### src/rpi_bus_pkg.sv
// --------------------------------------
// host bus constants and the command word
// that the bus port hands to the assembler
// import inside the module body where used
// --------------------------------------

package rpi_bus_pkg;

	// --------------------------------------
	// bus geometry
	// --------------------------------------

	// width of the half-duplex host bus
	localparam int bus_width = 16;

	// one memory word as the host sees it
	localparam int data_width = 32;

	// bus transactions needed to move one memory word
	// upper half goes first
	localparam int transactions_per_data_word = data_width / bus_width;

	// --------------------------------------
	// decoded host transaction
	// --------------------------------------

	// captured once per rising edge of synced enable
	// is_read mirrors the read line (0=write, 1=read)
	// is_data mirrors register_select (0=address, 1=data)
	typedef struct packed {
		logic is_read;
		logic is_data;
		logic [bus_width-1:0] value;
	} bus_cmd_t;

endpackage

### src/rpi_bus_port.sv
// --------------------------------------
// host side of the half-duplex bus
// syncs the control lines, turns each enable
// into one command and runs ack_valid
// --------------------------------------

module rpi_bus_port (
	input logic clock,
	input logic rst,
	input logic [rpi_bus_pkg::bus_width-1:0] bus_in,
	input logic read,
	input logic register_select,
	input logic enable,
	input logic done,
	output rpi_bus_pkg::bus_cmd_t cmd,
	output logic cmd_valid,
	output logic ack_valid,
	output logic synced_enable
);
	// two-flop synchronisers, bit 1 is the safe one
	logic [1:0] enable_sync;
	logic [1:0] read_sync;
	logic [1:0] register_select_sync;
	// last synced enable, for edge detect
	logic enable_prev;
	logic enable_rise;

	assign synced_enable = enable_sync[1];
	assign enable_rise = enable_sync[1] & ~enable_prev;

	// --------------------------------------
	// control
	// --------------------------------------

	always_ff @(posedge clock) begin
		if (rst) begin
			enable_sync <= '0;
			read_sync <= '0;
			register_select_sync <= '0;
			enable_prev <= 1'b0;
			cmd_valid <= 1'b0;
			ack_valid <= 1'b0;
		end else begin
			enable_sync <= {enable_sync[0], enable};
			read_sync <= {read_sync[0], read};
			register_select_sync <= {register_select_sync[0], register_select};
			enable_prev <= enable_sync[1];
			// one command per host enable
			cmd_valid <= enable_rise;
			// ack once the pipeline reports back
			if (done) begin
				ack_valid <= 1'b1;
			end else if (!enable_sync[1]) begin
				// host has let go, finish the exchange
				ack_valid <= 1'b0;
			end
		end
	end

	// --------------------------------------
	// command capture
	// --------------------------------------

	// host holds bus and controls steady while enable is high
	always_ff @(posedge clock) begin
		if (enable_rise) begin
			cmd.is_read <= read_sync[1];
			cmd.is_data <= register_select_sync[1];
			cmd.value <= bus_in;
		end
	end

endmodule

### config.mk
export PLATFORM = sky130hd
export DESIGN_NAME = rpi_bus_port
export DESIGN_NICKNAME = d
export VERILOG_FILES = /design/src/rpi_bus_pkg.sv /design/src/rpi_bus_port.sv
export SDC_FILE = /design/constraint.sdc
export NUM_CORES = 1
export LEC_CHECK = 0
export ABC_AREA = 1
export BUFFER_PORTS_ARGS = -buffer_cell sky130_fd_sc_hd__buf_4
export CAP_MARGIN = 20
export CORE_MARGIN = 1
export CORE_UTILIZATION = 40
export CTS_CLUSTER_SIZE = 25
export DETAILED_ROUTE_END_ITERATION = 12
export GPL_ROUTABILITY_DRIVEN = 0
export GPL_TIMING_DRIVEN = 0
export PLACE_DENSITY_LB_ADDON = 0.2
export SYNTH_ARGS = -nofsm -noshare
export SYNTH_HDL_FRONTEND = slang
export SYNTH_SLANG_ARGS = --single-unit
### constraint.sdc
create_clock -name clock -period 2.35 [get_ports clock]
set_input_delay 0.1175 -clock clock [delete_from_list [all_inputs] [get_ports clock]]
set_output_delay 0.1175 -clock clock [all_outputs]
set_load 0.005 [all_outputs]
==> results.yml <==
status:
  outcome: "finished clean"
setup_path:
  critPathMaxStageDelay_ps: 580
  crit_end: "cmd[13]"
  reg2reg_depth: 3
  worst-path-stages: 3
  arrival_ps: 1600
  reg2reg_to: "cmd[13]"
  start_kind: "flip-flop"
  cp_max_fo: 10
  reg2reg_from: "enable_sync[1]"
  end_kind: "flip-flop"
  critical-path-top-delay-family: "simple AND/OR/NAND/NOR gates"
  crit_path_start: "enable_sync[1]"
  path_buf_inv: 2
  crit_chain: "inv_1, nor2_1, buf_6"
  path_class: "reg2reg"
  cp.required_ps: 2380
  ff2ff_setup_slack_ps: 780
  slowest_stage: "nor2_1"
synth:
  synth-edff-count: 18
  syn-cell-area_um2: 821
  syn_nets: 70
  synthTopCellsByCount: "edfxtp_1 (18), dfxtp_1 (9), nor2_1 (8)"
  synth_top_area_share_pct: 65.9
  synth.area.top_cells: "edfxtp_1 (66%), dfxtp_1 (22%), nor2_1 (3.7%), inv_1 (3.2%), nor3_4 (2.0%)"
  synth.ff_latch_count: 27
  yosysUniqueCellTypes: 9
  postSynthAreaPerCell_um2: 17.1
  post-synth-top-area-cell: "edfxtp_1"
  synthCells: 48
  yosys_warnings: 0
  ys_seq_area_share_pct: 87.8
  yosysMostFrequentCell: "edfxtp_1"
  synth-main-ff-cell: "edfxtp_1"
  synth-async-reset-ratio_pct: 0
min_path:
  holdCritPathClass: "reg2reg"
power_and_ir_drop:
  ir_worst_vdd_uv: 341
  p_per_area_nw_per_um2: 566
  power_leakage_nw: 0.613
placement:
  place_ws_ps: 781
  detailed_place.area_um2: 1170
  port-buffer-count: 41
  hpwlAfterDp_um: 888
  dp.cells: 117
sta:
  fin_skew_ps: 1.90
  timing.final.hold_violations: 0
  worst_slew_pin_slew_ps: 738
  setup_viol: 0
  timing.fmax_mhz: 636
  timing.final.ws_setup_ps: 778
  maxSlewHeadroom_pct: 50.6
  fin_crit_sh_pct: 66.9
  drv_slew: 0
  tns_ps: 0
  rsz0062_at_grt: "no"
  period_needed_ps: 1570
floorplanning:
  dieArea_um2: 2240
  fp.dieW_um: 47.3
  coreArea_um2: 1940
  io_pins: 43
  fp.dieH_um: 47.3
  row_count: 16
  start_util_pct: 42.3
finish:
  multi_input_area_um2: 58.8
  area_delta_synth_final_pct: 71.8
  final_cell_area_um2: 1410
  layout.nets: 138
  fill_cells: 134
  post-route-util_pct: 72.6
  n_antenna_cell: 0
  final_cells: 142
  drive_above_1_share_pct: 41.7
  seqCellArea_um2: 721
clocking:
  cts_root_buffer: "clkbuf_4"
  max-clock-path-buffers: 2
  clk-insertion-delay-late_ps: 300
  htree_num_levels: 1
  cts.sinks: 27
  cts_resized: 0
  clk_pin_slew_ps: 130
  cts_tree: "yes"
  cts_buffers: 3
drt:
  ant_nets: 0
  drtIter0Drc: 0
  dr.pass1.iters: 1
  vias: 581
  drt_wl_total_um: 1520
  drcViolationCount: 0
  via_per_inst: 4.09
  wl_per_cell_um: 10.7
global_routing:
  grt_max_degree: 15
  grt_pass1_vias: 508
  grt_overflow: 0
  antenna_found_initial: 0
  grt_pass1_wl_um: 2080
  grtUsageTotal_pct: 14.7
run:
  drv_cap: 0
## tightest hold or removal path: cells and delay by family (launching register included)
kind	cells	cell delay [ps]
DFF	1	320
buffers and inverters	1	40
and+or+nand+nor	1	30
## sequential cells by signal, indices dropped and copies added (netlist names)
signal / cells
cmd: 18
enable_sync: 2
read_sync: 2
register_select_sync: 2
ack_valid: 1
cmd_valid: 1
enable_prev: 1
## final cells by class
cell class / count / area share, %
timing repair buffer: 63 / 37.5
clock buffer: 4 / 1.86
inverter: 8 / 2.13
tap: 27 / 2.40
buffer: 1 / 0.799
sequential: 27 / 51.1
multi-input combinational: 12 / 4.17
## cell families (layout without fill, tap and decap cells)
kind of cell           after synthesis  count (layout)  share of synthesized area, %
buffers and inverters                9              76                          5.03
flip-flops                          27              27                          87.8
AND/OR/NAND/NOR                     12              12                          7.17
## power by group
group / leakage, nW / internal, W / switching [W]
Clock: 0.0150 / 0.0000661 / 0.000117
Sequential: 0.240 / 0.000523 / 0.00000510
Combinational: 0.358 / 0.0000609 / 0.0000265
## layout by cell type, fill, tap and decap left out, drive strengths merged
master and count:
clkbuf 4, dlygate4sd3 21, dfxtp 9, nor2 8, nand2 2, nor3 1
inv 8, edfxtp 18, buf 43, nand3 1
## how the worst min path moves through the flow
| stage | slack [ps] | depth (start not counted) | from | endpoint |
|---|---|---|---|---|
| 3_5_place_dp | 300 | 1 | bus_in[14] | cmd[14] |
| 4_1_cts | 1 | 3 | enable | enable_sync[0] |
| 5_1_grt | 430 | 2 | read_sync[0] | read_sync[1] |
| 2_1_floorplan | 220 | 0 | bus_in[0] | cmd[0] |
| 3_3_place_gp | 300 | 1 | bus_in[13] | cmd[13] |
| 6_report | 410 | 2 | register_select_sync[0] | register_select_sync[1] |
## metrics by stage
| step | power (W) | hold slack (ps) |
|---|---|---|
| after floorplan | 0.000553 | 216 |
| after global placement | 0.000593 | 296 |
| after detailed placement | 0.000597 | 297 |
| after CTS | 0.000802 | 1.30 |
| after global routing | 0.000841 | 431 |
| final | 0.000799 | 410 |
## repair_timing
action / in CTS / in global routing
hold buffers: 19 / 2
buffers inserted: 0 / 0
hold endpoints to repair: 22 / 2
endpoints found under the setup margin: 0 / 0
## per-layer routing
| metal | global-route usage (%) | wire length (um) |
|---|---|---|
| met3 | 5.77 | 110 |
| met5 | 0 | 0 |
| met1 | 13.7 | 515 |
| met4 | 12.0 | 43 |
| met2 | 24.9 | 854 |
Note: power is estimated with default switching activity, not from simulation.
