**src/rpi_bus_pkg.sv**
```systemverilog
// --------------------------------------
// host bus constants and the command word
// that the bus port hands to the assembler
// import inside the module body where used
// --------------------------------------

package rpi_bus_pkg;

	// --------------------------------------
	// bus geometry
	// --------------------------------------

	// width of the half-duplex host bus
	localparam int bus_width = 16;

	// one memory word as the host sees it
	localparam int data_width = 32;

	// bus transactions needed to move one memory word
	// upper half goes first
	localparam int transactions_per_data_word = data_width / bus_width;

	// --------------------------------------
	// decoded host transaction
	// --------------------------------------

	// captured once per rising edge of synced enable
	// is_read mirrors the read line (0=write, 1=read)
	// is_data mirrors register_select (0=address, 1=data)
	typedef struct packed {
		logic is_read;
		logic is_data;
		logic [bus_width-1:0] value;
	} bus_cmd_t;

endpackage

```
**src/mem_map_pkg.sv**
```systemverilog
// --------------------------------------
// address map of the banked memory and the
// request word passed down the pipeline
// --------------------------------------

package mem_map_pkg;

	// --------------------------------------
	// address map
	// --------------------------------------

	// bank field sits in the top bits of the address word
	localparam int bank_bits = 3;
	// word inside a bank, 8k deep
	localparam int word_addr_bits = 13;
	localparam int number_of_banks = 1 << bank_bits;
	// index of the current bus transaction within a data word
	localparam int half_bits = $clog2(rpi_bus_pkg::transactions_per_data_word);

	// same layout as the 16-bit host address word
	typedef struct packed {
		logic [bank_bits-1:0] bank;
		logic [word_addr_bits-1:0] word;
	} addr_t;

	// --------------------------------------
	// pipeline request
	// --------------------------------------

	typedef enum logic [1:0] {
		address_write,
		address_read,
		data_write,
		data_read
	} req_kind_t;

	// one per host transaction, valid for a single cycle
	typedef struct packed {
		req_kind_t kind;
		addr_t addr;
		logic [rpi_bus_pkg::data_width-1:0] write_word;
		logic [half_bits-1:0] half;
		logic valid;
	} mem_req_t;

endpackage

```
**src/bank_router.sv**
```systemverilog
// --------------------------------------
// decodes the bank field into per-bank
// strobes, masked by the banks that exist
// --------------------------------------

module bank_router #(
	parameter logic [mem_map_pkg::number_of_banks-1:0] banks_present = 8'b1000_0001
) (
	input logic clock,
	input logic rst,
	input mem_map_pkg::mem_req_t req_in,
	output mem_map_pkg::mem_req_t req_out,
	output logic [mem_map_pkg::number_of_banks-1:0] write_strobe,
	output logic [mem_map_pkg::number_of_banks-1:0] read_strobe,
	output logic [mem_map_pkg::word_addr_bits-1:0] word_addr,
	output logic [rpi_bus_pkg::data_width-1:0] write_word
);
	import mem_map_pkg::*;

	logic [number_of_banks-1:0] bank_select;
	logic wants_write;
	logic wants_read;
	mem_req_t req_q;
	logic valid_q;

	// one-hot bank, absent banks drop out here
	assign bank_select = banks_present & (number_of_banks'(1) << req_in.addr.bank);
	// store only once both halves are in
	assign wants_write = req_in.valid && req_in.kind == data_write && req_in.half != '0;
	// RAM is read on the first half only
	assign wants_read = req_in.valid && req_in.kind == data_read && req_in.half == '0;

	always_ff @(posedge clock) begin
		if (rst) begin
			write_strobe <= '0;
			read_strobe <= '0;
			valid_q <= 1'b0;
		end else begin
			write_strobe <= wants_write ? bank_select : '0;
			read_strobe <= wants_read ? bank_select : '0;
			valid_q <= req_in.valid;
		end
	end

	// shared by every bank
	always_ff @(posedge clock) begin
		req_q <= req_in;
		word_addr <= req_in.addr.word;
		write_word <= req_in.write_word;
	end

	// request travels on to read_return alongside the strobes
	always_comb begin
		req_out = req_q;
		req_out.valid = valid_q;
	end

endmodule

```
**config.mk**
```make
export PLATFORM = sky130hd
export DESIGN_NAME = bank_router
export DESIGN_NICKNAME = d
export VERILOG_FILES = /design/src/rpi_bus_pkg.sv /design/src/mem_map_pkg.sv /design/src/bank_router.sv
export SDC_FILE = /design/constraint.sdc
export NUM_CORES = 1
export LEC_CHECK = 0
export BUFFER_PORTS_ARGS = -buffer_cell sky130_fd_sc_hd__buf_4
export CAP_MARGIN = 10
export CORE_AREA = 2 2 80 63
export DETAILED_ROUTE_END_ITERATION = 6
export DIE_AREA = 0 0 82 65
export HOLD_SLACK_MARGIN = 0.12
export MAX_ROUTING_LAYER = met4
export PLACE_DENSITY = 0.81
export RECOVER_POWER = 100
export SLEW_MARGIN = 20
export SYNTH_ARGS = -nofsm -noshare
export SYNTH_HDL_FRONTEND = slang
export SYNTH_SLANG_ARGS = --single-unit
export TNS_END_PERCENT = 5
```
**constraint.sdc**
```tcl
create_clock -name clock -period 1.4 [get_ports clock]
set_clock_uncertainty 0.1 [all_clocks]
set_input_delay 0.07 -clock clock [delete_from_list [all_inputs] [get_ports clock]]
set_output_delay 0.07 -clock clock [all_outputs]
set_load 0.02 [all_outputs]
```
==> impl_metrics.tcl <==
set metrics [dict create \
    htreeDepth 2 \
    finalHoldViolations 0 \
    finalCritPeriodShare_pct 93.83 \
    netlist_instances 124 \
    overflow 0 \
    place_area_um2 2457 \
    start_kind "input pin" \
    setup_tns_ps 0 \
    ios 167 \
    yosys_warnings 0 \
    synthesis.area_um2 1620 \
    ys_seq_area_share_pct 69.19 \
    crit_arrival_ps 1410 \
    cts.reportedPaths.clkPinSlew_ps 100 \
    period_needed_ps 1314 \
    clock-sinks 56 \
    whs_path_depth 2 \
    cts_tree "done" \
    post-dp-hpwl_mm 2.955 \
    finalPower_mw 3.133 \
    cts.path.max_buffers 2 \
    area_delta_synth_final_pct 65.48 \
    groute.usage.overall_pct 16.30 \
    fin_nets 346 \
    whs_ps 326.8 \
    gp_congestion 0.7150 \
    via_per_inst 3.813 \
    die-area_um2 5330 \
    intPower_mw 2.302 \
    coreArea_um2 4624 \
    pre_cts_ws_ps 366.3 \
    initial_core_util_pct 35.04 \
    worstPathRequired_ps 1490 \
    cts_root_buffer "clkbuf_8" \
    num_rows 22 \
    port_buffers 154 \
    grt_pass1_vias 1379 \
    end_kind "flip-flop" \
    ant_nets 0 \
    synth_cell_types 8 \
    drt-initial-drc-count 20 \
    syn_avg_cell_area_um2 13.07 \
    grt_max_degree 17 \
    finalMaxSlewViolations 0 \
    hp-class "in2reg" \
    p_clk_share_pct 27.6 \
    drc 0 \
    p_sw_uw 830.4 \
    comb_power_share_pct 17.8 \
    antenna_found_initial 0 \
    p_seq_share_pct 54.6 \
    antennaDiodeCount 0 \
    numCtsBuffers 5 \
    stdcell_area_um2 2681 \
    cts_setup_buffers 0 \
    setup_violations 0 \
    drive_above_1_share_pct 18.09 \
    grt_pass1_wl_mm 6.251 \
    vdd_drop_max_uv 595.4 \
    drt-pass1-iter-count 3 \
    drv_cap 0 \
    fmax_ghz 0.7613 \
    p_per_area_nw_per_um2 1168 \
    rsz0062_at_grt "no" \
    fp.dieH_um 65 \
    criticalPathCategory "in2reg" \
    ys_ff_latch 56 \
    detail_route.wl_per_cell_um 12.75 \
    p_sw_share_pct 26.51 \
    finalWirelength_mm 4.499 \
    leakage_nw 1.135 \
    status "finished, final reports clean" \
    vias 1346 \
    critPathMaxFanout 3 \
    layout_setup_ws_ps 86.40 \
    chipWidth_um 82 \
]
[worst max-delay path: stages]
cell           delay [ps]
dlygate4sd3_1         530
clkbuf_1              120
nor2b_1               130
dlygate4sd3_1         550
[registers in the layout (all words and copies together) (netlist names)]
| register | cells |
|---|---|
| read_strobe | 2 |
| req_out | 51 |
| valid_q | 1 |
| write_strobe | 2 |
[layout make-up]
class | count | area [um2]
Clock buffer | 6 | 82.58
Sequential cell | 56 | 1121
Fill cell | 481 | 1943
Timing Repair Buffer | 208 | 1287
Tap cell | 60 | 75.07
Multi-Input combinational cell | 21 | 105.1
Clock inverter | 2 | 10.01
[layout by cell type, fill, tap and decap left out]
cell type / n
clkbuf_1: 109
dfxtp_1: 56
dlygate4sd3_1: 54
clkbuf_4: 45
conb_1: 12
clkbuf_8: 6
nor2_1: 4
nand4bb_1: 2
clkinv_2: 2
or4b_1: 1
nand4_1: 1
nor2b_1: 1
[Yosys cell counts]
| library cell | number | share of area (%) |
|---|---|---|
| buf_4 | 58 | 27 |
| conb_1 | 1 | 0.23 |
| dfxtp_1 | 56 | 69 |
| nand4_1 | 1 | 0.39 |
| nand4bb_1 | 2 | 1.4 |
| nor2_1 | 4 | 0.93 |
| nor2b_1 | 1 | 0.39 |
| or4b_1 | 1 | 0.62 |
[worst paths after layout]
| path | from | to | slack (ps) |
|---|---|---|---|
| max | req_in[0] | valid_q$_SDFF_PP0_ | 90 |
| min | req_in[44] | req_out[44]$_DFF_P_ | 330 |
[layer usage]
metal | wire, um | share of wire (%) | up-vias | track usage (%)
met1 | 1578 | 35 | 622 | 14.98
met5 | 0 | 0 | - | -
met4 | 18 | 0.40 | 0 | 4.375
li1 | - | - | 645 | -
met2 | 2452 | 55 | 77 | 31.20
met3 | 450 | 10 | 2 | 5.989
[power groups by stage]
stage,combinational [mW],sequential [mW],clock [mW]
after floorplan,0.247,1.84,0
after global placement,0.564,1.75,0
after detailed placement,0.570,1.75,0
after CTS,0.691,1.71,0.904
after global routing,0.593,1.72,0.974
final,0.557,1.71,0.865
[cells by family after synthesis]
kind of cell | synth area share [%]
other | 0.2314
flip-flops | 69.19
AND/OR/NAND/NOR | 3.707
buffers and inverters | 26.87
[what timing repair did]
item | CTS | global route
resized for setup | 0 | 0
endpoints found under the hold margin | 56 | 0
hold buffers | 54 | 0
[per-stage QoR]
stage / utilization (%) / std cells
6_report: 57.98 / 353
5_1_grt: 57.98 / 353
4_1_cts: 66.83 / 353
3_5_place_dp: 53.14 / 291
3_3_place_gp: 53.14 / 291
2_1_floorplan: - / 135
No activity file was read; power rests on OpenSTA's default activity.
