`config.mk`:
```
export PLATFORM = sky130hd
export DESIGN_NAME = word_assembler
export DESIGN_NICKNAME = d
export VERILOG_FILES = /design/src/rpi_bus_pkg.sv /design/src/mem_map_pkg.sv /design/src/word_assembler.sv
export SDC_FILE = /design/constraint.sdc
export NUM_CORES = 1
export LEC_CHECK = 0
export ABC_CLOCK_PERIOD_IN_PS = 5680
export BUFFER_PORTS_ARGS = -buffer_cell sky130_fd_sc_hd__buf_2
export CAP_MARGIN = 20
export CORE_MARGIN = 2
export CORE_UTILIZATION = 45
export CTS_BUF_LIST = sky130_fd_sc_hd__clkbuf_4 sky130_fd_sc_hd__clkbuf_8 sky130_fd_sc_hd__clkbuf_16
export DETAILED_ROUTE_END_ITERATION = 16
export PLACE_DENSITY = 0.72
export SYNTH_ARGS = -nofsm -noshare
export SYNTH_HDL_FRONTEND = slang
export SYNTH_SLANG_ARGS = --single-unit
```
`constraint.sdc`:
```
create_clock -name clock -period 5.68 [get_ports clock]
set_clock_uncertainty 0.15 [all_clocks]
set_input_delay 0.284 -clock clock [delete_from_list [all_inputs] [get_ports clock]]
set_output_delay 0.284 -clock clock [all_outputs]
set_load 0.02 [all_outputs]
```
`src/rpi_bus_pkg.sv`:
```
// --------------------------------------
// host bus constants and the command word
// that the bus port hands to the assembler
// import inside the module body where used
// --------------------------------------

package rpi_bus_pkg;

	// --------------------------------------
	// bus geometry
	// --------------------------------------

	// width of the half-duplex host bus
	localparam int bus_width = 16;

	// one memory word as the host sees it
	localparam int data_width = 32;

	// bus transactions needed to move one memory word
	// upper half goes first
	localparam int transactions_per_data_word = data_width / bus_width;

	// --------------------------------------
	// decoded host transaction
	// --------------------------------------

	// captured once per rising edge of synced enable
	// is_read mirrors the read line (0=write, 1=read)
	// is_data mirrors register_select (0=address, 1=data)
	typedef struct packed {
		logic is_read;
		logic is_data;
		logic [bus_width-1:0] value;
	} bus_cmd_t;

endpackage

```
`src/mem_map_pkg.sv`:
```
// --------------------------------------
// address map of the banked memory and the
// request word passed down the pipeline
// --------------------------------------

package mem_map_pkg;

	// --------------------------------------
	// address map
	// --------------------------------------

	// bank field sits in the top bits of the address word
	localparam int bank_bits = 3;
	// word inside a bank, 8k deep
	localparam int word_addr_bits = 13;
	localparam int number_of_banks = 1 << bank_bits;
	// index of the current bus transaction within a data word
	localparam int half_bits = $clog2(rpi_bus_pkg::transactions_per_data_word);

	// same layout as the 16-bit host address word
	typedef struct packed {
		logic [bank_bits-1:0] bank;
		logic [word_addr_bits-1:0] word;
	} addr_t;

	// --------------------------------------
	// pipeline request
	// --------------------------------------

	typedef enum logic [1:0] {
		address_write,
		address_read,
		data_write,
		data_read
	} req_kind_t;

	// one per host transaction, valid for a single cycle
	typedef struct packed {
		req_kind_t kind;
		addr_t addr;
		logic [rpi_bus_pkg::data_width-1:0] write_word;
		logic [half_bits-1:0] half;
		logic valid;
	} mem_req_t;

endpackage

```
`src/word_assembler.sv`:
```
// --------------------------------------
// keeps the address register and the half
// index, builds write words from two bus
// halves and issues one request per command
// --------------------------------------

module word_assembler #(
	parameter bit address_autoincrement = 1'b1
) (
	input logic clock,
	input logic rst,
	input rpi_bus_pkg::bus_cmd_t cmd,
	input logic cmd_valid,
	output mem_map_pkg::mem_req_t req
);
	import rpi_bus_pkg::*;
	import mem_map_pkg::*;

	// current address and transaction index inside the data word
	addr_t addr_q;
	logic [half_bits-1:0] half_q;
	logic last_half;
	req_kind_t cmd_kind;

	// upper half waiting for its partner
	logic [bus_width-1:0] upper_half;

	// request registers
	logic req_valid;
	req_kind_t req_kind;
	addr_t req_addr;
	logic [data_width-1:0] req_word;
	logic [half_bits-1:0] req_half;

	assign last_half = (half_q == half_bits'(transactions_per_data_word - 1));

	// read and register_select straight to a kind
	always_comb begin
		case ({cmd.is_data, cmd.is_read})
			2'b00: cmd_kind = address_write;
			2'b01: cmd_kind = address_read;
			2'b10: cmd_kind = data_write;
			default: cmd_kind = data_read;
		endcase
	end

	// --------------------------------------
	// address and half index
	// --------------------------------------

	always_ff @(posedge clock) begin
		if (rst) begin
			addr_q <= '0;
			half_q <= '0;
			req_valid <= 1'b0;
		end else begin
			// every command goes down, so every enable gets a done
			req_valid <= cmd_valid;
			if (cmd_valid) begin
				if (cmd_kind == address_write) begin
					addr_q <= addr_t'(cmd.value);
					half_q <= '0;
				end else if (cmd_kind == data_write || cmd_kind == data_read) begin
					if (last_half) begin
						half_q <= '0;
						// word field wraps at 8k, bank is left alone
						if (address_autoincrement) begin
							addr_q.word <= addr_q.word + 1'b1;
						end
					end else begin
						half_q <= half_q + 1'b1;
					end
				end
			end
		end
	end

	// --------------------------------------
	// request payload
	// --------------------------------------

	always_ff @(posedge clock) begin
		if (cmd_valid) begin
			req_kind <= cmd_kind;
			req_half <= half_q;
			// address write carries the new address along
			req_addr <= (cmd_kind == address_write) ? addr_t'(cmd.value) : addr_q;
			req_word <= {upper_half, cmd.value};
			// first half of a write, hold it
			if (cmd_kind == data_write && half_q == '0) begin
				upper_half <= cmd.value;
			end
		end
	end

	assign req = '{kind: req_kind, addr: req_addr, write_word: req_word,
		half: req_half, valid: req_valid};

endmodule

```
==> run_results.csv, run 1 <==
group,metric,value,unit
cts,cts_made_buffers,9,
final_layout,antenna_cells,0,
floorplan,die_h,89.4,um
power_and_ir_drop,ir_worst_vdd,0.000135,V
global_route,grt_start_max_net_pins,67,
placement,numPortBuffers,72,
setup_path,crit_required,5.80,ns
cts,clk_latency,0.34,ns
global_route,grt_pass1_wl,10100,um
synthesis,syn_area,3280,sq um
synthesis,synthArstFlopShare,0,
synthesis,synthTopCellsByArea,"edfxtp_1, dfxtp_1, nand2_1, a21oi_1, o21ai_0",
setup_path,critPathCaptureType,"flip-flop",
synthesis,ys.flop_type,"edfxtp_1",
cts,cts_resized,0,
final_layout,area_growth,22.1,%
final_layout,fin_util,0.561,
drt,drtPass1Iterations,4,
power_and_ir_drop,p_leak,1.57,nW
drt,drt_iter0_drc,143,
global_route,grt_overflow,0,
global_route,grt_pass1_vias,2083,
power_and_ir_drop,power.density,316,nW/um^2
synthesis,syn_area_per_cell,13.1,sq um
setup_path,arrival,2.28,ns
synthesis,syn_inst,251,
cts,hold_buffers,11,
final_layout,nFillCells,628,
final_layout,drive_gt1_frac,0.294,
cts,cts_sinks,85,
cts,cts_setup_buffers,0,
outcome,status,"complete, no violations",
floorplan,coreArea,7140,sq um
cts,cts_tree,"built",
timing,slew-limit-headroom,0.484,
cts,ctsLongestPathBuffers,2,
synthesis,synth_top_area_frac,0.613,
cts,ctsHtreeMaxLevel,3,
drt,post-route-drc-count,0,
placement,place.gp.congestion,0.781,
drt,vias_per_cell,5.14,
timing,rsz0062_at_grt,"false",
floorplan,dieArea,7990,sq um
drt,wirelength,6310,um
hold_path,min_path_type,"input pin to flip-flop",
synthesis,synth_nets,273,
timing,worst_pin_slew,0.775,ns
synthesis,yosysSeqAreaShare,0.723,
setup_path,path_cells,"buf_2 -> buf_4 -> nand3_1 -> or4_1 -> a31oi_1",
timing,slew_viol_final,0,
timing,fmax,0.463,GHz
setup_path,crit_path_start_kind,"input pin",
synthesis,yosys_warnings,0,
floorplan,ioPinCount,73,
setup_path,worst_path_max_delay_cell,"or4_1",
final_layout,nets,354,
setup_path,path_max_fanout,66,
cts,path_clk_slew,0.08,ns
synthesis,ys_types,46,
floorplan,num_rows,31,
synthesis,synth_edf_count,67,
timing,period_share,0.380,
global_route,track_usage,0.169,
setup_path,cp_slowest_stage_delay,0.60,ns
cts,cts_root_buffer,"clkbuf_8",
setup_path,path_class,"input pin to flip-flop",
timing,hold_viol,0,
drt,vias,2242,
drt,ant_nets,0,
synthesis,ys_seq_elements,85,
global_route,antenna_found_initial,0,
drt,wl_per_cell,14.5,um
floorplan,initial_core_util,0.460,
timing,period_needed,2.16,ns
floorplan,fp.dieW,89.4,um
synthesis,synth_area_leader_cell,"edfxtp_1",
placement,dp_hpwl,3780,um
job,cap_viol_max_count,0,
timing,tns,0,ns
timing,setup_viol,0,
-- final cells by class --
cell class                 instances  area, sq um  area share
multi-input combinational        148          807       0.201
sequential                        85         2370       0.592
inverter                           1         3.75    0.000937
timing repair buffer              87          503       0.126
clock buffer                      10          131      0.0328
clock inverter                     6         63.8      0.0159
tap                               99          124      0.0309
-- stage by stage --
| step | instances | setup WS [ns] | area [sq um] | power (mW) | hold slack, ns |
|---|---|---|---|---|---|
| 4_1_cts | 435 | 3.51 | 4000 | 1.27 | 0.000269 |
| 6_report | 436 | 3.52 | 4010 | 1.26 | 0.0123 |
| 3_5_place_dp | 408 | 3.15 | 3690 | 0.856 | 0.255 |
| 2_1_floorplan | 251 | 3.38 | 3280 | 0.809 | 0.233 |
| 3_3_place_gp | 408 | 3.23 | 3690 | 0.853 | 0.251 |
| 5_1_grt | 436 | 3.32 | 4010 | 1.31 | 0.000483 |
-- path summary, 6_finish.rpt --
path | from | end | slack [ns] | depth (start not counted)
worst max-delay path | cmd_valid | addr_q[12]$_SDFFE_PP0P_ | 3.52 | 5
worst min-delay path | cmd[15] | req_word[15]$_DFFE_PP_ | 0.01 | 1
worst max register to register | addr_q[0]$_SDFFE_PP0P_ | addr_q[12]$_SDFFE_PP0P_ | 3.57 | 5
worst min register to register | upper_half[7]$_DFFE_PP_ | req_word[23]$_DFFE_PP_ | 0.27 | 0
-- cells in the final DEF, fill, tap and decap left out, drive strengths merged, types with 2 or more instances in the layout --
cell type    netlist  final
a31oi              2      2
a311oi             3      3
o22ai              2      2
edfxtp            67     67
dlygate4sd3        0     12
nor3               3      3
nor4               2      2
nand4b             3      3
or3                2      2
clkbuf             8     10
a21o               3      3
or4                3      3
and2               3      3
nor2               9      9
nand2             53     53
and3               3      3
nand3              9      9
a21oi             14     14
buf                8     75
clkinv             0      3
clkinvlp           0      2
nand2b             2      2
nand4              3      3
a211oi             2      2
o21ai             10     10
dfxtp             18     18
o211ai             2      2
-- Yosys cell counts, drive strengths merged, types with 2 or more instances --
cell type  instances
a21oi             14
nand4b             3
or4                3
o22ai              2
nand2             53
nand2b             2
or3                2
o211ai             2
o21ai             10
clkbuf             8
buf                8
a21o               3
and3               3
edfxtp            67
a211oi             2
nor4               2
a31oi              2
dfxtp             18
nor2               9
nand4              3
nor3               3
a311oi             3
and2               3
nand3              9
-- layer usage --
layer  GRT usage  vias to the layer above  share of wire
li1            -                     1090              -
met5           0                        -              0
met2       0.271                       67           0.50
met1       0.221                     1079           0.44
met3      0.0397                        6          0.044
met4      0.0733                        0          0.011
-- logic make-up after synthesis --
kind of cell / after synthesis / synth area share
compound gates: 46 / 0.0892
simple gates: 101 / 0.151
flops: 85 / 0.723
buf+inv: 18 / 0.0332
fa+ha+maj: 1 / 0.00381
-- critical path, delay by kind of cell --
kind | cells | cell delay (ns)
buffers and inverters | 2 | 0.67
AO/OA/AOI/OAI | 1 | 0.16
AND/OR/NAND/NOR | 2 | 1.14
-- sequential cells by signal, summed over array words and instances (netlist names) --
name        flops
half_q          1
req_kind        2
req            16
addr_q         16
req_half        1
req_valid       1
req_word       32
upper_half     16
-- report_power, final --
part | switching (mW) | internal, mW | total [mW]
registers | 0.0150 | 0.708 | 0.723
logic | 0.0826 | 0.0425 | 0.125
clock network | 0.209 | 0.207 | 0.417
No activity file was read; power rests on OpenSTA's default activity.
==> run 2: changes to the inputs <==
--- a/config.mk
+++ b/config.mk
@@ -5,7 +5,7 @@
 export SDC_FILE = /design/constraint.sdc
 export NUM_CORES = 1
 export LEC_CHECK = 0
-export ABC_CLOCK_PERIOD_IN_PS = 5680
+export ABC_CLOCK_PERIOD_IN_PS = 2100
 export BUFFER_PORTS_ARGS = -buffer_cell sky130_fd_sc_hd__buf_2
 export CAP_MARGIN = 20
 export CORE_MARGIN = 2
==> constraint.sdc (replaced) <==
create_clock -name clock -period 2.1 [get_ports clock]
set_clock_uncertainty 0.15 [all_clocks]
set_input_delay 0.105 -clock clock [delete_from_list [all_inputs] [get_ports clock]]
set_output_delay 0.105 -clock clock [all_outputs]
set_load 0.02 [all_outputs]
==> run 2 against run 1 <==
Compared with the run above:
- critical path type is now flip-flop to flip-flop
- utilization up 1.6 points
- via count increased by 0.71%
- critical path depth unchanged
- non-clock buffer count up 13
- wire length rose by 3.5%
- first-iteration DRC count is 9.8% lower
- clock power rose to 2.7 times the previous value
- cell count increased by 3.0%
- sequential share of layout area decreased by 1.6 points
- design area increased by 2.9%
==> run_results.csv, run 2 (synthesized netlist as in run 1, its figures left out) <==
group,metric,value,unit
drt,topRoutingLayerUsed,"met4",
timing,fmax,0.513,GHz
final_layout,nFillCells,628,
placement,numPortBuffers,72,
power_and_ir_drop,switching_power,0.844,mW
timing,period_share,0.928,
drt,post-route-drc-count,0,
floorplan,coreArea,7140,sq um
final_layout,finalInstanceArea,4120,sq um
global_route,grt_pass1_wl,10100,um
timing,period_needed,1.95,ns
timing,slew-limit-headroom,0.632,
power_and_ir_drop,p_comb_frac,0.104,
timing,slew_viol_final,0,
final_layout,regMostFlops,"req_word",
job,cap_viol_max_count,0,
setup_path,crit_path_start_kind,"flip-flop",
placement,place_area,3730,sq um
power_and_ir_drop,ir_worst_vdd,0.000434,V
setup_path,critPathCaptureType,"flip-flop",
power_and_ir_drop,swShare,0.245,
setup_path,cp_slowest_stage_delay,0.42,ns
drt,ant_nets,0,
cts,cts_root_buffer,"clkbuf_8",
setup_path,crit_top_cell,"or4_1",
floorplan,fp.dieW,89.4,um
power_and_ir_drop,power.density,837,nW/um^2
cts,path_clk_slew,0.08,ns
floorplan,ioPinCount,73,
setup_path,path_max_fanout,7,
cts,ctsHtreeMaxLevel,3,
drt,drt_iter0_drc,129,
final_layout,regArea,2370,sq um
floorplan,initial_core_util,0.460,
power_and_ir_drop,fin_total_pwr,3.45,mW
final_layout,drive_gt1_frac,0.303,
global_route,antenna_found_initial,0,
setup_path,worst_path_max_delay_cell,"or4_1",
global_route,track_usage,0.171,
drt,wl_met3,307,um
cts,clk_latency,0.35,ns
power_and_ir_drop,p_leak,1.62,nW
floorplan,num_rows,31,
drt,wl_per_cell,14.5,um
power_and_ir_drop,p_int,2.60,mW
final_layout,antenna_cells,0,
placement,dp_hpwl,4160,um
drt,drtPass1Iterations,4,
drt,wirelength,6530,um
timing,tns,0,ns
final_layout,nets,367,
timing,hold_viol,0,
global_route,grt_start_max_net_pins,40,
cts,cts_tree,"built",
drt,vias_per_cell,5.03,
cts,cts_sinks,85,
final_layout,fin_util,0.577,
floorplan,dieArea,7990,sq um
cts,cts_made_buffers,9,
setup_path,crit_required,2.23,ns
final_layout,largest_register_ffs,32,
floorplan,die_h,89.4,um
global_route,grt_pass1_vias,2067,
setup_path,path_cells,"ha_1 -> nand3_1 -> or4_1 -> or4_1 -> a31oi_1",
final_layout,multiInputGateArea,807,sq um
final_layout,area_growth,25.6,%
setup_path,arrival,2.08,ns
final_layout,layout_commonest_cell,"buf_2",
placement,place.gp.congestion,0.831,
drt,vias,2258,
timing,worst_pin_slew,0.552,ns
timing,rsz0062_at_grt,"false",
power_and_ir_drop,clockPowerShare,0.330,
outcome,status,"complete, no violations",
drt,met1Wirelength,2870,um
timing,setup_viol,0,
power_and_ir_drop,seqPwrFrac,0.566,
final_layout,final_cell_mix,"buf_2, edfxtp_1, nand2_1",
drt,wl_met2,3260,um
global_route,grt_overflow,0,
hold_path,min_path_type,"input pin to flip-flop",
setup_path,path_class,"flip-flop to flip-flop",
cts,ctsLongestPathBuffers,2,
==> run 2: changes by cell type in the layout (fill, tap and decap cells not counted), sizes merged <==
cell	previous run	this run
clkinv	3	2
buf	75	81
inv	1	2
dlygate4sd3	12	19
==> run 2: critical path: cells and delay by family (launching register included) <==
kind / cells / cell delay [ns]
DFF: 1 / 0.38
AOI/OAI and AO/OA: 1 / 0.17
adders and majority gates: 1 / 0.22
and+or+nand+nor: 3 / 0.94
==> run 2: metrics by stage <==
| step | hold slack [ns] | instances | setup slack (ns) |
|---|---|---|---|
| 3_3_place_gp | 0.164 | 414 | 0.145 |
| 5_1_grt | 0.0256 | 449 | 0.0400 |
| 2_1_floorplan | 0.0539 | 251 | 0.209 |
| 6_report | 0.0336 | 449 | 0.152 |
| 4_1_cts | 0.00327 | 449 | 0.0791 |
| 3_5_place_dp | 0.161 | 414 | 0.113 |
==> run 2: final cells by class <==
type                       instances  share of cell area
clock buffer                      10              0.0319
clock inverter                     6              0.0152
inverter                           1            0.000911
multi-input combinational        148               0.196
sequential                        85               0.576
tap                               99              0.0301
timing repair buffer             100               0.150
==> run 2: path summary, 6_finish.rpt <==
path	from	cells past startpoint	slack (ns)	to
setup reg to reg	addr_q[0]$_SDFFE_PP0P_	5	0.15	addr_q[12]$_SDFFE_PP0P_
hold reg to reg	upper_half[15]$_DFFE_PP_	0	0.27	req_word[31]$_DFFE_PP_
hold / removal	rst	2	0.03	req_valid$_SDFF_PP0_
setup / recovery	addr_q[0]$_SDFFE_PP0P_	5	0.15	addr_q[12]$_SDFFE_PP0P_
==> run 2: power by group through the flow <==
stage / sequential, mW / combinational [mW] / clock [mW]
global route: 1.96 / 0.395 / 1.22
global placement: 1.99 / 0.328 / 0
finish: 1.95 / 0.358 / 1.14
CTS: 1.95 / 0.361 / 1.16
floorplan: 2.07 / 0.116 / 0
detailed placement: 1.99 / 0.332 / 0
==> run 2: routing by layer <==
layer / GRT usage / up-vias
li1: - / 1114
met1: 0.215 / 1077
met2: 0.279 / 61
met3: 0.0443 / 6
met4: 0.0733 / 0
met5: 0 / -
==> run 2: repair_timing <==
action,4_1_cts,5_1_grt
setup endpoints to repair,0,1
hold buffers,19,0
buffers inserted,0,0
endpoints found under the hold margin,62,0
resized for setup,0,2
