<file path="config.mk">
export PLATFORM = sky130hd
export DESIGN_NAME = read_return
export DESIGN_NICKNAME = d
export VERILOG_FILES = /design/src/rpi_bus_pkg.sv /design/src/mem_map_pkg.sv /design/src/read_return.sv
export SDC_FILE = /design/constraint.sdc
export NUM_CORES = 1
export LEC_CHECK = 0
export BUFFER_PORTS_ARGS = -buffer_cell sky130_fd_sc_hd__buf_4
export CORE_AREA = 2 2 128 130
export CTS_BUF_LIST = sky130_fd_sc_hd__clkbuf_8
export CTS_CLUSTER_SIZE = 40
export DETAILED_ROUTE_END_ITERATION = 12
export DIE_AREA = 0 0 130 132
export SLEW_MARGIN = 20
export SYNTH_ARGS = -nofsm -noshare
export SYNTH_HDL_FRONTEND = slang
export SYNTH_SLANG_ARGS = --single-unit
</file>
<file path="constraint.sdc">
create_clock -name clock -period 1.87 [get_ports clock]
set_input_delay 0.187 -clock clock [delete_from_list [all_inputs] [get_ports clock]]
set_output_delay 0.187 -clock clock [all_outputs]
set_load 0.1 [all_outputs]
</file>
<file path="src/rpi_bus_pkg.sv">
// --------------------------------------
// host bus constants and the command word
// that the bus port hands to the assembler
// import inside the module body where used
// --------------------------------------

package rpi_bus_pkg;

	// --------------------------------------
	// bus geometry
	// --------------------------------------

	// width of the half-duplex host bus
	localparam int bus_width = 16;

	// one memory word as the host sees it
	localparam int data_width = 32;

	// bus transactions needed to move one memory word
	// upper half goes first
	localparam int transactions_per_data_word = data_width / bus_width;

	// --------------------------------------
	// decoded host transaction
	// --------------------------------------

	// captured once per rising edge of synced enable
	// is_read mirrors the read line (0=write, 1=read)
	// is_data mirrors register_select (0=address, 1=data)
	typedef struct packed {
		logic is_read;
		logic is_data;
		logic [bus_width-1:0] value;
	} bus_cmd_t;

endpackage

</file>
<file path="src/mem_map_pkg.sv">
// --------------------------------------
// address map of the banked memory and the
// request word passed down the pipeline
// --------------------------------------

package mem_map_pkg;

	// --------------------------------------
	// address map
	// --------------------------------------

	// bank field sits in the top bits of the address word
	localparam int bank_bits = 3;
	// word inside a bank, 8k deep
	localparam int word_addr_bits = 13;
	localparam int number_of_banks = 1 << bank_bits;
	// index of the current bus transaction within a data word
	localparam int half_bits = $clog2(rpi_bus_pkg::transactions_per_data_word);

	// same layout as the 16-bit host address word
	typedef struct packed {
		logic [bank_bits-1:0] bank;
		logic [word_addr_bits-1:0] word;
	} addr_t;

	// --------------------------------------
	// pipeline request
	// --------------------------------------

	typedef enum logic [1:0] {
		address_write,
		address_read,
		data_write,
		data_read
	} req_kind_t;

	// one per host transaction, valid for a single cycle
	typedef struct packed {
		req_kind_t kind;
		addr_t addr;
		logic [rpi_bus_pkg::data_width-1:0] write_word;
		logic [half_bits-1:0] half;
		logic valid;
	} mem_req_t;

endpackage

</file>
<file path="src/read_return.sv">
// --------------------------------------
// picks the read word, keeps it for the
// second half, drives the bus back to the
// host and reports done for every request
// --------------------------------------

module read_return (
	input logic clock,
	input logic rst,
	input mem_map_pkg::mem_req_t req,
	input logic [mem_map_pkg::number_of_banks-1:0][rpi_bus_pkg::data_width-1:0] bank_words,
	input logic enable_seen_low,
	input logic ack_valid,
	output logic [rpi_bus_pkg::bus_width-1:0] bus_out,
	output logic bus_oe,
	output logic done
);
	import rpi_bus_pkg::*;
	import mem_map_pkg::*;

	// request lined up with the RAM output
	mem_req_t req_q;
	logic valid_q;
	logic is_read;
	logic [data_width-1:0] selected_word;
	// whole word from the first half, for the second
	logic [data_width-1:0] held_word;

	assign is_read = (req_q.kind == address_read) || (req_q.kind == data_read);
	// absent banks come in as zero from the top
	assign selected_word = bank_words[req_q.addr.bank];

	// --------------------------------------
	// control
	// --------------------------------------

	always_ff @(posedge clock) begin
		if (rst) begin
			valid_q <= 1'b0;
			done <= 1'b0;
			bus_oe <= 1'b0;
		end else begin
			valid_q <= req.valid;
			done <= valid_q;
			// drive only for reads, release with ack
			if (valid_q && is_read) begin
				bus_oe <= 1'b1;
			end else if (enable_seen_low && ack_valid) begin
				bus_oe <= 1'b0;
			end
		end
	end

	// --------------------------------------
	// return data
	// --------------------------------------

	always_ff @(posedge clock) begin
		req_q <= req;
		if (valid_q) begin
			case (req_q.kind)
				address_read: begin
					bus_out <= req_q.addr;
				end
				data_read: begin
					if (req_q.half == '0) begin
						// upper half first
						held_word <= selected_word;
						bus_out <= selected_word[data_width-1 -: bus_width];
					end else begin
						bus_out <= held_word[bus_width-1:0];
					end
				end
				default: begin
					// writes return nothing
				end
			endcase
		end
	end

endmodule

</file>
==> reports/qor.yml, run 1 <==
grt-ovfl-total: 0
ir_worst_vdd_v: 0.000247
skew_ns: 0.00717
core_mm2: 0.0157
fin_crit_sh_pct: 91.6
dr_wl_met3_um: 986
cp-start-kind: "register"
initial_core_util_pct: 24.6
final_area_mm2: 0.00663
power_density_mw_per_mm2: 476
maxSlewViolCount: 0
grt_pass1_wl_um: 20900
dr.first_iter.drc_count: 94
clock_sinks: 54
status: "finished clean"
dieHeight_um: 132
r2r_start: "req_q[49]"
rsz0062_at_grt: "no"
max-slew-margin-rel_pct: 65.9
diodes: 0
hold_ws_ns: 0.0386
rrSetupSlack_ns: 0.16
area_delta_synth_final_pct: 71.7
synth_top_area_share_pct: 24.9
wl_met1_um: 5620
worstHoldStart: "rst"
post_cts_buffers: 0
p_total_mw: 3.16
min_to: "done"
fmax_mhz: 584
grt_usage_pct: 15.6
cp-end-kind: "register"
crit_type: "register to register"
whs_path_depth: 2
route.detailed.drc: 0
p_int_mw: 2.28
clk_pin_slew_ns: 0.10
routedWlPerCell_um: 16.7
synth.distinct_cells: 25
finalCriticalPeriod_ns: 1.71
hold_class: "input pin to register"
switchingPower_mw: 0.882
p_leak_nw: 3.09
dr_wl_met2_um: 7190
synthesis.area_mm2: 0.00386
yosys_warnings: 0
final_util_pct: 42.2
nets: 932
gp_congestion: 0.825
power_frac_seq_pct: 42.5
dr.pass1.iters: 4
highest_layer: "met4"
fin_tns_setup_ns: 0
placed_area_mm2: 0.00636
dp.final_hpwl_um: 11600
yosysTopAreaCell: "edfxtp_1"
numPortBuffers: 297
dieArea_mm2: 0.0172
syn-instance-count: 308
io_pins: 330
worst_pin_slew_ns: 0.511
synthesis.nets: 620
grt_max_degree: 37
mostFrequentLayoutCells: "buf_4, mux2i_1, edfxtp_1"
drive_above_1_share_pct: 56.0
r2r_end: "bus_out[12]"
r2r_cells: 4
rows: 46
worst-path-max-fanout: 10
hold_viol_final: 0
htreeDepth: 2
insertion_delay_ns: 0.31
ctsRootBufferMaster: "clkbuf_8"
routed_wirelength_um: 14000
cap_violations: 0
synth_area_leaders: "edfxtp_1, mux4_1, mux2i_1"
avgSynthCellArea_um2: 12.5
cp.required_ns: 1.93
synth_seq_cells: 54
comb_power_share_pct: 37.4
cts_tree: "yes"
numCtsBuffers: 5
via_per_inst: 4.53
p_sw_share_pct: 27.9
layout.cells.most_common: "buf_4"
ys_seq_area_share_pct: 36.3
finalSetupViolations: 0
grt_pass1_vias: 4173
ant_nets: 0
critPathArrivalTime_ns: 1.77
die_w_um: 130
clockBufferDepth: 2
antenna_found_initial: 0
vias: 3791
clockPowerShare_pct: 20.0
-- power by group through the flow --
stage	registers (mW)	clock network (mW)	logic (mW)
2_1_floorplan	1.50	0	0.443
3_3_place_gp	1.37	0	1.14
3_5_place_dp	1.37	0	1.16
4_1_cts	1.34	0.675	1.20
5_1_grt	1.35	0.703	1.28
6_report	1.34	0.632	1.18
-- routing by layer --
metal	global-route usage [%]	vias to the layer above
li1	-	1873
met1	18.8	1708
met2	29.1	197
met3	1.70	13
met4	3.82	0
met5	0	-
-- metrics by stage --
step | setup WS [ns] | cells
floorplan | 0.237 | 308
global placement | 0.162 | 810
detailed placement | 0.156 | 810
CTS | 0.135 | 837
global route | 0.0155 | 837
finish | 0.157 | 837
-- what timing repair did --
action                     in CTS  in global routing
hold endpoints to repair       19                  0
hold buffers                   19                  0
resized for setup               0                  2
setup endpoints to repair       0                  3
-- state kept, by name (all words and copies together) (netlist names) --
name and flops:
bus_out 16, req_q 19, done 1, held_word 16, bus_oe 1, valid_q 1
-- worst max-delay path by stage --
stage / start / end
floorplan: req_q[47] / held_word[0]
global placement: req_q[48] / bus_out[4]
detailed placement: req_q[49] / bus_out[4]
CTS: req_q[49] / bus_out[4]
global route: req_q[49] / bus_out[9]
finish: req_q[49] / bus_out[12]
-- cell type report --
cell class                 count  area, um2
fill                        1505       9080
timing repair buffer         333       2600
clock inverter                 3       13.8
tap                          216        270
clock buffer                   5       68.8
sequential                    54       1410
multi-input combinational    226       2280
-- cells in the mapped netlist, drive strengths merged --
master  instances
mux2i          64
edfxtp         32
mux4           32
dfxtp          22
nand3          21
o22ai          18
buf            16
mux2           16
a22oi          14
clkbuf         12
nor2           12
a21oi          10
nand2          10
nand3b          9
o21ai           9
and2            4
nor2b           4
nand2b          2
or2             1
-- critical path, cell delays in order (launching register included) --
cell	delay (ns)
dfxtp_1	0.56
nand2b_1	0.44
o22ai_1	0.13
nor2_1	0.23
a21oi_1	0.09
-- logic make-up after synthesis --
family                 after synthesis  share of synthesized area [%]
and+or+nand+nor                     63                           8.39
buffers and inverters               28                           4.92
muxes                              112                           42.3
AOI/OAI and AO/OA                   51                           8.10
DFF                                 54                           36.3
No activity file was read; power rests on OpenSTA's default activity.
==> run 2: changes to the inputs <==
Settings changed: RECOVER_POWER set to 25.
==> reports/qor.yml, run 2 (synthesized netlist as in run 1, its figures left out) <==
status: "finished clean"
dieArea_mm2: 0.0172
rsz0062_at_grt: "no"
dr_wl_met3_um: 1010
ir_worst_vdd_v: 0.000245
die_w_um: 130
routed_wirelength_um: 14000
wl_met1_um: 5590
grt_pass1_vias: 4173
worst_pin_slew_ns: 0.511
vias: 3795
insertion_delay_ns: 0.31
reg_top3: "req_q (19), bus_out (16), held_word (16)"
clockBufferDepth: 2
grt_max_degree: 37
diodes: 0
grt_usage_pct: 15.6
drive_above_1_share_pct: 56.0
max-slew-margin-rel_pct: 65.9
numPortBuffers: 297
placed_area_mm2: 0.00636
hold_ws_ns: 0.0389
skew_ns: 0.00735
final_area_mm2: 0.00663
cp.required_ns: 1.93
hold_viol_final: 0
hold_class: "input pin to register"
final_util_pct: 42.2
top_register: "req_q"
routedWlPerCell_um: 16.7
dr_wl_met2_um: 7160
mostFrequentLayoutCells: "buf_4, mux2i_1, edfxtp_1"
rows: 46
crit_type: "register to register"
layout.cells.most_common: "buf_4"
p_leak_nw: 3.08
dp_cells: 810
r2r_start: "req_q[47]"
crit_end: "held_word[8]"
fmax_mhz: 584
grt_pass1_wl_um: 20900
grt-ovfl-total: 0
finalCriticalPeriod_ns: 1.71
r2r_end: "held_word[8]"
core_mm2: 0.0157
dieHeight_um: 132
worstSetupStartpoint: "req_q[47]"
worst-path-max-fanout: 26
antenna_found_initial: 0
power_density_mw_per_mm2: 476
dr.pass1.iters: 4
cap_violations: 0
clk_pin_slew_ns: 0.10
htreeDepth: 2
initial_core_util_pct: 24.6
highest_layer: "met4"
dr.first_iter.drc_count: 104
area_delta_synth_final_pct: 71.6
cts_tree: "yes"
fin_crit_sh_pct: 91.5
gp_congestion: 0.825
cp-start-kind: "register"
clock_sinks: 54
largest_reg_flops: 19
maxSlewViolCount: 0
dp.final_hpwl_um: 11600
critPathArrivalTime_ns: 1.77
ctsRootBufferMaster: "clkbuf_8"
stdcell_count: 837
finalSetupViolations: 0
cp-end-kind: "register"
via_per_inst: 4.53
numCtsBuffers: 5
route.detailed.drc: 0
r2r_cells: 3
nets: 932
rrSetupSlack_ns: 0.16
ant_nets: 0
io_pins: 330
fin_tns_setup_ns: 0
-- run 2: changes by cell type in the layout (fill, tap and decap cells not counted) --
cell      delta
buf_4       -21
and2_1       -1
clkbuf_2     +1
clkbuf_4    +20
and2_0       +1
-- run 2: worst max-delay path: stages (launching register included) --
cell	delay, ns
dfxtp_4	0.39
buf_12	0.20
mux4_1	0.57
mux2_2	0.29
-- run 2: worst min path at each step --
stage,start,end,slack [ns],cells past startpoint
after floorplan,req[1],req_q[1],0.21,0
after global placement,req[38],req_q[38],0.29,1
after detailed placement,req[48],req_q[48],0.29,1
after CTS,rst,done,0.02,2
after global routing,rst,done,0.02,2
final,rst,done,0.04,2
-- run 2: through the flow --
stage	worst slack (ns)	total power [mW]
after floorplan	0.237	1.95
after global placement	0.162	2.51
after detailed placement	0.156	2.53
after CTS	0.135	3.22
after global routing	0.0155	3.32
final	0.159	3.16
-- run 2: final cells by class --
class / count / area (um2)
repair buffers: 333 / 2590
clock inverters: 3 / 13.8
well taps: 216 / 270
clock buffers: 5 / 68.8
multi-input cells: 226 / 2280
flip-flops and latches: 54 / 1410
fillers: 1506 / 9080
-- run 2: layer usage --
| metal | vias up | global-route usage (%) |
|---|---|---|
| met2 | 203 | 29.1 |
| met4 | 0 | 3.82 |
| met3 | 13 | 1.70 |
| met1 | 1707 | 18.8 |
| li1 | 1872 | - |
| met5 | - | 0 |
-- run 2: timing repair --
| action | CTS | global route |
|---|---|---|
| endpoints found under the setup margin | 0 | 3 |
| endpoints found under the hold margin | 19 | 0 |
| gates resized for setup | 0 | 2 |
| hold buffers | 19 | 0 |
| buffers inserted | 0 | 0 |
-- run 2: power by group --
group	leakage [nW]	internal, mW	switching, mW
combinational	2.55	0.697	0.481
clock	0.0511	0.256	0.376
sequential	0.477	1.32	0.0236
total	3.08	2.27	0.882
==> run 3: changes to the inputs <==
Settings changed: CELL_PAD_IN_SITES_DETAIL_PLACEMENT set to 2, CELL_PAD_IN_SITES_GLOBAL_PLACEMENT set to 2, CORE_AREA 2 2 128 130 to unset, CORE_UTILIZATION set to 21, CTS_BUF_LIST sky130_fd_sc_hd__clkbuf_8 to unset, DIE_AREA 0 0 130 132 to unset, PLACE_DENSITY_LB_ADDON set to 0.1.
==> reports/qor.yml, run 3 (synthesized netlist as in run 1, its figures left out) <==
status: "finished clean"
grt_pass1_wl_um: 23000
rrSetupSlack_ns: 0.1
clk_pin_slew_ns: 0.07
nets: 933
maxSlewViolCount: 0
p_total_mw: 3.49
vias: 3920
grt_usage_pct: 16.3
dieHeight_um: 138
power_density_mw_per_mm2: 520
cp_slowest_cell: "mux4_1"
fmax_mhz: 564
r2r_cells: 3
die_w_um: 138
max_stage_delay_ns: 0.58
insertion_delay_ns: 0.29
r2r_end: "held_word[4]"
finalCriticalPeriod_ns: 1.77
worst-path-max-fanout: 23
area_delta_synth_final_pct: 73.8
mostFrequentLayoutCells: "buf_4, mux2i_1, edfxtp_1"
grt_max_degree: 27
fin_crit_sh_pct: 94.8
cts_tree: "yes"
crit_end: "held_word[4]"
path_cells: "buf_12, mux4_1, mux2_2"
ant_nets: 0
worstSetupStartpoint: "req_q[47]"
ir_worst_vdd_v: 0.000316
reg_top3: "req_q (19), bus_out (16), held_word (16)"
grt-ovfl-total: 0
p_leak_nw: 3.11
fin_tns_setup_ns: 0
core_mm2: 0.0180
numPortBuffers: 297
dp_cells: 824
final_util_pct: 37.2
cp-end-kind: "register"
critPathArrivalTime_ns: 1.81
cp.required_ns: 1.91
dp.final_hpwl_um: 13600
r2r_start: "req_q[47]"
top_register: "req_q"
finalSetupViolations: 0
diodes: 0
cap_violations: 0
hold_viol_final: 0
grt_pass1_vias: 4330
rsz0062_at_grt: "yes"
antenna_found_initial: 0
routedWlPerCell_um: 19.0
via_per_inst: 4.61
io_pins: 330
worst_pin_slew_ns: 0.564
ctsRootBufferMaster: "clkbuf_16"
route.detailed.drc: 0
largest_reg_flops: 19
rows: 49
dieArea_mm2: 0.0189
clockBufferDepth: 2
gp_congestion: 0.710
htreeDepth: 2
layout.cells.most_common: "buf_4"
crit_type: "register to register"
hold_class: "input pin to register"
clock_sinks: 54
dr.pass1.iters: 6
routed_wirelength_um: 16200
drive_above_1_share_pct: 56.1
stdcell_count: 851
max-slew-margin-rel_pct: 62.5
skew_ns: 0.00194
initial_core_util_pct: 21.4
dr.first_iter.drc_count: 82
cp-start-kind: "register"
numCtsBuffers: 5
==> run 3: cell types whose count changed in the layout (fill, tap and decap cells not counted), sizes merged <==
cell / previous run / this run
buf: 293 / 291
clkinv: 0 / 1
inv: 3 / 1
clkbuf: 26 / 30
==> run 3: worst min path at each step <==
stage,startpoint,endpoint,slack [ns],depth (start not counted)
after global routing,rst,valid_q,0.05,2
after floorplan,req[1],req_q[1],0.21,0
after CTS,req[43],req_q[43],0.001,1
after global placement,req[47],req_q[47],0.29,1
final,rst,valid_q,0.06,2
after detailed placement,req[44],req_q[44],0.29,1
==> run 3: critical path: cells and delay by family, from the launching register on <==
kind,cells,cell delay (ns)
buffers and inverters,1,0.21
flip-flops,1,0.43
multiplexers,2,0.87
==> run 3: metrics by stage <==
stage | setup WS (ns) | hold slack (ns) | cell area [um2]
floorplan | 0.237 | 0.215 | 3860
finish | 0.0981 | 0.0619 | 6710
detailed placement | 0.0571 | 0.293 | 6380
global route | -0.00193 | 0.0514 | 6710
CTS | 0.0635 | 0.00116 | 6700
global placement | 0.107 | 0.292 | 6380
==> run 3: what timing repair did <==
| action | in CTS | in global routing |
|---|---|---|
| endpoints found under the setup margin | 0 | 1 |
| hold buffers | 17 | 2 |
| hold endpoints to repair | 17 | 2 |
| resized for setup | 0 | 1 |
| setup buffers | 0 | 0 |
==> run 3: routing by layer <==
metal | up-vias | GRT usage, % | share of wire [%]
li1 | 1875 | - | -
met3 | 8 | 4.08 | 9.4
met4 | 0 | 3.48 | 0.80
met5 | - | 0 | 0
met2 | 203 | 30.3 | 50
met1 | 1834 | 18.5 | 39
==> run 3: power breakdown <==
group / switching, mW / internal (mW) / leakage, nW
Sequential: 0.0309 / 1.32 / 0.477
Combinational: 0.493 / 0.697 / 2.56
Clock: 0.421 / 0.532 / 0.0772
==> run 3: final cells by class <==
class                   instances  area (um2)
clock buffers                   6         139
clock inverters                 2        11.3
fillers                      1994       11300
multi-input cells             226        2270
flip-flops and latches         54        1410
well taps                     229         287
repair buffers                334        2600
